### config.mk
export PLATFORM = sky130hd
export DESIGN_NAME = mdll_dcdl_top
export DESIGN_NICKNAME = d
export VERILOG_FILES = /design/src/hw/mdll_pkg.sv /design/src/hw/mdll_dcdl_coarse_chain.sv /design/src/hw/mdll_dcdl_code_decoder.sv /design/src/hw/mdll_dcdl_ctrl.sv /design/src/hw/mdll_dcdl_phase_blender.sv /design/src/hw/mdll_dcdl_top.sv
export SDC_FILE = /design/constraint.sdc
export NUM_CORES = 1
export LEC_CHECK = 0
export BUFFER_PORTS_ARGS = -buffer_cell sky130_fd_sc_hd__clkbuf_2
export CAP_MARGIN = 20
export CORE_MARGIN = 1
export CORE_UTILIZATION = 49
export CTS_CLUSTER_SIZE = 8
export DETAILED_ROUTE_END_ITERATION = 8
export PLACE_DENSITY = 0.87
export SLEW_MARGIN = 30
export SYNTH_ARGS = -nofsm -noshare
export SYNTH_HDL_FRONTEND = slang
export SYNTH_SLANG_ARGS = --single-unit
### constraint.sdc
create_clock -name clk -period 4.5 [get_ports clk]
set_input_delay 0.9 -clock clk [delete_from_list [all_inputs] [get_ports clk]]
set_output_delay 0.9 -clock clk [all_outputs]
set_load 0.01 [all_outputs]
### src/hw/mdll_pkg.sv
// mdll dcdl shared types
package mdll_pkg;

	// ----------------------------------------------------------
	// datapath widths
	// ----------------------------------------------------------

	// phase in delay units of the quantized model
	typedef logic [15:0] phase_t;
	// delay code, low N_COARSE+N_PI bits meaningful
	typedef logic [7:0] code_t;
	// thermometer word, low 2**N_PI-1 bits used
	typedef logic [15:0] thm_t;

	// ----------------------------------------------------------
	// wishbone classic bus
	// ----------------------------------------------------------

	typedef logic [31:0] wb_data_t;
	// word address
	typedef logic [3:0] wb_addr_t;

	// master to slave request
	typedef struct packed {
		logic     cyc;
		logic     stb;
		logic     we;
		wb_addr_t adr;
		wb_data_t dat;
	} wb_req_t;

	// slave to master response
	typedef struct packed {
		logic     ack;
		wb_data_t dat;
	} wb_rsp_t;

	// register map
	localparam wb_addr_t REG_CODE   = 4'd0;
	// busy in bit 0
	localparam wb_addr_t REG_STATUS = 4'd1;
	localparam wb_addr_t REG_PHASE  = 4'd2;

	// update sequencing states
	typedef enum logic [1:0] {
		ST_IDLE,
		ST_DECODE,
		ST_BLEND
	} upd_state_t;

endpackage

### src/hw/mdll_dcdl_coarse_chain.sv
// dcdl coarse delay chain
`timescale 1ns/10ps

module mdll_dcdl_coarse_chain #(
	parameter int STAGE_DELAY = 64
) (
	input  mdll_pkg::code_t    coarse_sel,
	output mdll_pkg::phase_t   phase_lead,
	output mdll_pkg::phase_t   phase_lag
);

	// one stage of the chain in phase units
	localparam mdll_pkg::phase_t STEP = mdll_pkg::phase_t'(STAGE_DELAY);

	int tap_idx;

	// ----------------------------------------------------------
	// tap selection
	// ----------------------------------------------------------

	// lead tap index is the coarse select
	assign tap_idx = int'(coarse_sel);

	// lead tap output after tap_idx stages
	assign phase_lead = mdll_pkg::phase_t'(tap_idx * STAGE_DELAY);

	// lag tap is the next stage along
	// so lead always leads lag by one stage
	assign phase_lag = phase_lead + STEP;

endmodule

### src/hw/mdll_dcdl_code_decoder.sv
// dcdl delay code decoder
`timescale 1ns/10ps

module mdll_dcdl_code_decoder #(
	parameter int N_PI     = 4,
	parameter int N_COARSE = 3
) (
	input  logic              clk,
	input  logic              rst_n,
	input  logic              upd_valid,
	input  mdll_pkg::code_t   code,
	output logic              dec_valid,
	output mdll_pkg::code_t   coarse_sel,
	output mdll_pkg::thm_t    ctl_thm
);

	// blender has 2**N_PI-1 mux legs
	localparam int N_THM = 2**N_PI - 1;

	logic [N_PI-1:0]      fine;
	logic [N_COARSE-1:0]  coarse;
	mdll_pkg::thm_t       thm_d;

	// upper field picks the tap pair, lower field the blend
	assign fine   = code[N_PI-1:0];
	assign coarse = code[N_PI +: N_COARSE];

	// binary to thermometer
	// ones packed from bit 0, count equals fine
	always_comb begin
		thm_d = '0;
		for (int i = 0; i < N_THM; i++) begin
			thm_d[i] = (int'(fine) > i);
		end
	end

	// ----------------------------------------------------------
	// decode stage register
	// ----------------------------------------------------------

	always_ff @(posedge clk or negedge rst_n) begin
		if (!rst_n) begin
			dec_valid  <= 1'b0;
			coarse_sel <= '0;
			ctl_thm    <= '0;
		end else begin
			dec_valid <= upd_valid;
			// hold last code between updates
			if (upd_valid) begin
				coarse_sel <= mdll_pkg::code_t'(coarse);
				ctl_thm    <= thm_d;
			end
		end
	end

endmodule

### src/hw/mdll_dcdl_ctrl.sv
// dcdl bus control and update sequencer
`timescale 1ns/10ps

module mdll_dcdl_ctrl #(
	parameter int N_PI     = 4,
	parameter int N_COARSE = 3
) (
	input  logic                clk,
	input  logic                rst_n,
	input  mdll_pkg::wb_req_t   wb_req,
	output mdll_pkg::wb_rsp_t   wb_rsp,
	output logic                upd_valid,
	output mdll_pkg::code_t     code,
	input  logic                phase_valid,
	input  mdll_pkg::phase_t    phase_out
);

	localparam int CODE_W = N_COARSE + N_PI;
	// only coarse and fine bits are stored
	localparam mdll_pkg::code_t CODE_MASK = mdll_pkg::code_t'((1 << CODE_W) - 1);

	logic                   ack_q;
	mdll_pkg::wb_data_t     rdat_q;
	mdll_pkg::wb_data_t     rd_data;
	mdll_pkg::phase_t       phase_q;
	mdll_pkg::upd_state_t   state_q;
	mdll_pkg::upd_state_t   state_d;
	logic [1:0]             inflight_q;
	logic                   bus_req;
	logic                   code_wr;
	logic                   busy;

	// ----------------------------------------------------------
	// bus decode
	// ----------------------------------------------------------

	// new request, ack low means not yet served
	assign bus_req = wb_req.cyc & wb_req.stb & ~ack_q;
	assign code_wr = bus_req & wb_req.we & (wb_req.adr == mdll_pkg::REG_CODE);
	// busy while any code is still in the datapath
	assign busy    = (state_q != mdll_pkg::ST_IDLE);

	// read mux, unmapped addresses give zero
	always_comb begin
		case (wb_req.adr)
			mdll_pkg::REG_CODE:   rd_data = mdll_pkg::wb_data_t'(code);
			mdll_pkg::REG_STATUS: rd_data = {31'b0, busy};
			mdll_pkg::REG_PHASE:  rd_data = mdll_pkg::wb_data_t'(phase_q);
			default:              rd_data = '0;
		endcase
	end

	// single cycle ack, read data in the ack cycle
	always_ff @(posedge clk or negedge rst_n) begin
		if (!rst_n) begin
			ack_q     <= 1'b0;
			rdat_q    <= '0;
			upd_valid <= 1'b0;
			code      <= '0;
		end else begin
			ack_q     <= bus_req;
			upd_valid <= code_wr;
			if (bus_req)
				rdat_q <= rd_data;
			// code register also feeds the decoder
			if (code_wr)
				code <= mdll_pkg::code_t'(wb_req.dat[$bits(mdll_pkg::code_t)-1:0]) & CODE_MASK;
		end
	end

	assign wb_rsp.ack = ack_q;
	assign wb_rsp.dat = rdat_q;

	// ----------------------------------------------------------
	// update sequencing
	// ----------------------------------------------------------

	always_comb begin
		state_d = state_q;
		case (state_q)
			mdll_pkg::ST_IDLE:
				if (code_wr)
					state_d = mdll_pkg::ST_DECODE;
			// ack cycle blocks a new write here
			mdll_pkg::ST_DECODE:
				state_d = mdll_pkg::ST_BLEND;
			mdll_pkg::ST_BLEND: begin
				if (code_wr)
					state_d = mdll_pkg::ST_DECODE;
				// last code in flight retires
				else if (phase_valid && (inflight_q == 2'd1))
					state_d = mdll_pkg::ST_IDLE;
			end
			default:
				state_d = mdll_pkg::ST_IDLE;
		endcase
	end

	always_ff @(posedge clk or negedge rst_n) begin
		if (!rst_n) begin
			state_q    <= mdll_pkg::ST_IDLE;
			inflight_q <= 2'd0;
			phase_q    <= '0;
		end else begin
			state_q <= state_d;
			// codes between bus write and phase capture
			case ({code_wr, phase_valid})
				2'b10:   inflight_q <= inflight_q + 2'd1;
				2'b01:   inflight_q <= inflight_q - 2'd1;
				default: inflight_q <= inflight_q;
			endcase
			if (phase_valid)
				phase_q <= phase_out;
		end
	end

endmodule

### src/hw/mdll_dcdl_phase_blender.sv
// dcdl phase blender
`timescale 1ns/10ps

module mdll_dcdl_phase_blender #(
	parameter int N_PI = 4
) (
	input  logic               clk,
	input  logic               rst_n,
	input  logic               dec_valid,
	input  mdll_pkg::phase_t   phase_lead,
	input  mdll_pkg::phase_t   phase_lag,
	input  mdll_pkg::thm_t     ctl_thm,
	output logic               phase_valid,
	output mdll_pkg::phase_t   phase_out
);

	localparam int N_THM  = 2**N_PI - 1;
	localparam int PROD_W = $bits(mdll_pkg::phase_t) + N_PI;

	logic [N_PI-1:0]     weight;
	mdll_pkg::phase_t    diff;
	logic [PROD_W-1:0]   prod;
	mdll_pkg::phase_t    phase_d;

	// blend weight, ones in the thermometer word
	always_comb begin
		weight = '0;
		for (int i = 0; i < N_THM; i++) begin
			weight = weight + N_PI'(ctl_thm[i]);
		end
	end

	// lead to lag spacing, never negative
	assign diff = phase_lag - phase_lead;
	// weight over 2**N_PI, truncated
	assign prod = PROD_W'(diff) * PROD_W'(weight);
	assign phase_d = phase_lead + mdll_pkg::phase_t'(prod >> N_PI);

	// ----------------------------------------------------------
	// output phase register
	// ----------------------------------------------------------

	always_ff @(posedge clk or negedge rst_n) begin
		if (!rst_n) begin
			phase_valid <= 1'b0;
			phase_out   <= '0;
		end else begin
			phase_valid <= dec_valid;
			if (dec_valid)
				phase_out <= phase_d;
		end
	end

endmodule

### src/hw/mdll_dcdl_top.sv
// dcdl control and phase subsystem
`timescale 1ns/10ps

module mdll_dcdl_top #(
	parameter int N_PI        = 4,
	parameter int N_COARSE    = 3,
	parameter int STAGE_DELAY = 64
) (
	input  logic                clk,
	input  logic                rst_n,
	input  mdll_pkg::wb_req_t   wb_req,
	output mdll_pkg::wb_rsp_t   wb_rsp,
	output mdll_pkg::thm_t      ctl_thm,
	output mdll_pkg::phase_t    phase_out
);

	logic               upd_valid;
	mdll_pkg::code_t    code;
	logic               dec_valid;
	mdll_pkg::code_t    coarse_sel;
	mdll_pkg::phase_t   phase_lead;
	mdll_pkg::phase_t   phase_lag;
	logic               phase_valid;

	// ----------------------------------------------------------
	// control
	// ----------------------------------------------------------

	// host registers and update tracking
	mdll_dcdl_ctrl #(
		.N_PI     (N_PI),
		.N_COARSE (N_COARSE)
	) u_ctrl (
		.clk         (clk),
		.rst_n       (rst_n),
		.wb_req      (wb_req),
		.wb_rsp      (wb_rsp),
		.upd_valid   (upd_valid),
		.code        (code),
		.phase_valid (phase_valid),
		.phase_out   (phase_out)
	);

	// ----------------------------------------------------------
	// datapath
	// ----------------------------------------------------------

	// code split, one cycle
	mdll_dcdl_code_decoder #(
		.N_PI     (N_PI),
		.N_COARSE (N_COARSE)
	) u_decoder (
		.clk        (clk),
		.rst_n      (rst_n),
		.upd_valid  (upd_valid),
		.code       (code),
		.dec_valid  (dec_valid),
		.coarse_sel (coarse_sel),
		.ctl_thm    (ctl_thm)
	);

	// tap phases, combinational
	mdll_dcdl_coarse_chain #(
		.STAGE_DELAY (STAGE_DELAY)
	) u_chain (
		.coarse_sel (coarse_sel),
		.phase_lead (phase_lead),
		.phase_lag  (phase_lag)
	);

	// interpolation, one cycle
	mdll_dcdl_phase_blender #(
		.N_PI (N_PI)
	) u_blender (
		.clk         (clk),
		.rst_n       (rst_n),
		.dec_valid   (dec_valid),
		.phase_lead  (phase_lead),
		.phase_lag   (phase_lag),
		.ctl_thm     (ctl_thm),
		.phase_valid (phase_valid),
		.phase_out   (phase_out)
	);

endmodule

==> impl_metrics.py <==
metrics = {
    "clock_network": {
        "ctsResizeCount": 0,
        "clock_sinks": 57,
        "hold_buffers": 0,
        "cts_max_level": 3,
        "post_cts_buffers": 0,
        "cts_tree": "built",
        "clk_pin_slew_ps": 60,
        "cts-root-buf": "clkbuf_8",
        "clock_latency_ps": 330,
        "cts_buffers": 9,
        "clk_path_buf_depth": 2,
    },
    "synth": {
        "yosysMostFrequentCell": "dfrtp_1",
        "syn-cell-area_um2": 2890,
        "avgSynthCellArea_um2": 11.4,
        "netlist.area_leader.share_pct": 49.3,
        "synthTopCellsByCount": "dfrtp_1, buf_4, inv_1",
        "ys_seq_area_share_pct": 49.3,
        "yosysUniqueCellTypes": 38,
        "async_reset_ff_share_pct": 100,
        "synth_warnings": 0,
        "synth_area_leader_cell": "dfrtp_1",
        "synth_edf_count": 0,
        "syn_inst": 253,
        "synthTopCellsByArea": "dfrtp_1, buf_4, mux2_2",
        "synth_ff_type": "dfrtp_1",
        "synth.ff_latch_count": 57,
    },
    "power": {
        "p_sw_uw": 353,
        "p_sw_share_pct": 28.6,
        "p_seq_share_pct": 47.9,
        "p_clk_share_pct": 34.5,
        "p_int_uw": 882,
        "powerDensity_nw_per_um2": 382,
        "ir_worst_vdd_v": 0.000160,
        "cellLeakagePower_uw": 0.00169,
        "combPwrFrac_pct": 17.5,
    },
    "global_routing": {
        "antenna_found_initial": 0,
        "grt_max_degree": 58,
        "grt_remaining_overflow": 0,
        "grt_pass1_vias": 1884,
        "grt_usage_pct": 19.1,
        "grt_pass1_wl_um": 8800,
    },
    "critical_path": {
        "crit_arrival_ps": 3930,
        "cp.depth": 10,
        "slowest_stage": "fa_1",
        "crit_chain": "ha_1 -> inv_1 -> fa_1 -> fa_1 -> fa_1 -> fa_1 -> inv_1 -> ha_1 -> fa_1 -> mux2_2",
        "crit_fanout": 3,
        "crit_path_frequent_cell": "fa_1",
        "start_kind": "flip-flop",
        "critPathCaptureType": "flip-flop",
        "worstSetupPathType": "flip-flop to flip-flop",
        "cpPeakStageDelay_ps": 530,
        "cp_top_family": "adder cells",
        "reg2reg_depth": 10,
        "worstPathRequired_ps": 4720,
        "crit_buf_inv": 2,
    },
    "placement": {
        "place_area_um2": 3050,
        "port_buffers": 54,
        "place_congestion": 0.816,
        "place_ws_ps": 804,
        "dp_hpwl_um": 3670,
    },
    "timing": {
        "fin_crit_ps": 3710,
        "fin_crit_sh_pct": 82.4,
        "finClkSkew_ps": 11.0,
        "drv_slew": 0,
        "hold_viol": 0,
        "finalSetupTns_ps": 0,
        "max_freq_ghz": 0.270,
        "finalWorstSetupSlack_ps": 790,
        "worst_slew_pin_slew_ps": 695,
        "relSlewSlack_pct": 53.7,
        "rsz0062_at_grt": "no",
        "holdWs_ps": 476,
        "setup_viol": 0,
    },
    "cells_and_area": {
        "drive_above_1_share_pct": 31.4,
        "final_core_utilization_pct": 57.7,
        "nFillCells": 452,
        "nets": 357,
        "antennaDiodeCount": 0,
        "multi_input_area_um2": 1160,
        "final_area_um2": 3230,
        "ff_latch_area_um2": 1430,
        "syn2layout_area_growth_pct": 11.9,
    },
    "detailed_routing": {
        "dr.pass1.iters": 4,
        "viasPerCell": 5.10,
        "wl_per_cell_um": 13.9,
        "wirelength_um": 5220,
        "drc": 0,
        "antenna_left": 0,
        "vias": 1911,
        "drt_iter0_drc": 178,
    },
    "die": {
        "coreArea_um2": 5610,
        "initial_core_util_pct": 51.6,
        "die_w_um": 78.8,
        "dieArea_um2": 6210,
        "rows": 27,
        "ioPinCount": 106,
        "die_h_um": 78.8,
    },
    "run_status": {
        "status": "complete, no violations",
    },
    "hold_path": {
        "hold_class": "flip-flop to flip-flop",
        "min_path_cells": 1,
    },
    "job": {
        "drv_cap": 0,
    },
}
kinds of logic after synthesis:
logic type / share of synthesized area [%]
XOR/XNOR: 0.909
buffers and inverters: 13.8
other: 0.130
adder cells (fa/ha/maj): 9.69
flip-flops: 49.3
AO/OA/AOI/OAI: 8.35
AND/OR/NAND/NOR: 7.18
multiplexers: 10.6
sequential cells by signal (all words and copies together), names as in the netlist:
register               flops
u_decoder.ctl_thm         15
u_ctrl.rdat_q             10
u_blender.phase_out        7
u_ctrl.code                7
u_ctrl.phase_q             7
u_decoder.coarse_sel       3
u_ctrl.inflight_q          2
u_ctrl.state_q             2
u_blender.phase_valid      1
u_ctrl.ack_q               1
u_ctrl.upd_valid           1
u_decoder.dec_valid        1
worst paths after layout:
check                                    endpoint  slack [ps]                 start
setup / recovery           u_blender.phase_out[3]         790  u_decoder.ctl_thm[0]
hold / removal                  u_ctrl.state_q[0]         480     u_ctrl.state_q[0]
setup reg to reg           u_blender.phase_out[3]         790  u_decoder.ctl_thm[0]
hold reg to reg                 u_ctrl.state_q[0]         480     u_ctrl.state_q[0]
max in group asynchronous        u_ctrl.upd_valid        3300                 rst_n
min in group asynchronous   u_decoder.ctl_thm[10]         690                 rst_n
cell usage in the layout (no fill, tap or decap), drive strengths merged:
master	instances
a211oi	1
a21o	1
a21oi	7
a22o	2
a311oi	1
a31oi	3
a32o	2
and2	1
buf	1
clkbuf	66
clkinv	3
conb	26
dfrtp	57
fa	9
ha	8
inv	26
mux2	22
mux2i	6
nand2	11
nand3	7
nand3b	1
nand4b	1
nor2	9
nor2b	1
nor3	1
nor4	3
nor4bb	1
o2111ai	1
o211ai	2
o21a	1
o21ai	16
o22ai	1
o311ai	1
or4	1
xnor2	2
xor2	1
power by group through the flow:
stage	clock network [uW]	logic, uW	registers, uW
after detailed placement	0	220	600
after global placement	0	207	597
after global routing	461	254	596
after CTS	434	220	591
after floorplan	0	170	588
final	427	216	592
metrics by stage:
| stage | power, uW | std cells |
|---|---|---|
| after floorplan | 758 | 278 |
| after global placement | 804 | 360 |
| after detailed placement | 820 | 360 |
| after CTS | 1250 | 375 |
| after global routing | 1310 | 375 |
| final | 1240 | 375 |
routing by layer:
layer	track usage [%]	up-vias	share of wire [%]
met5	0	-	0
met4	9.09	0	1.7
met3	6.78	6	5.7
met2	29.1	56	49
met1	24.3	958	44
li1	-	891	-
final cells by class:
class	instances	area share [%]
flip-flops and latches	57	44.1
clock inverters	3	0.464
inverters	26	3.02
clock buffers	12	5.11
well taps	72	2.79
repair buffers	55	8.59
multi-input cells	150	35.9
Power figures use the tool's default switching activity.
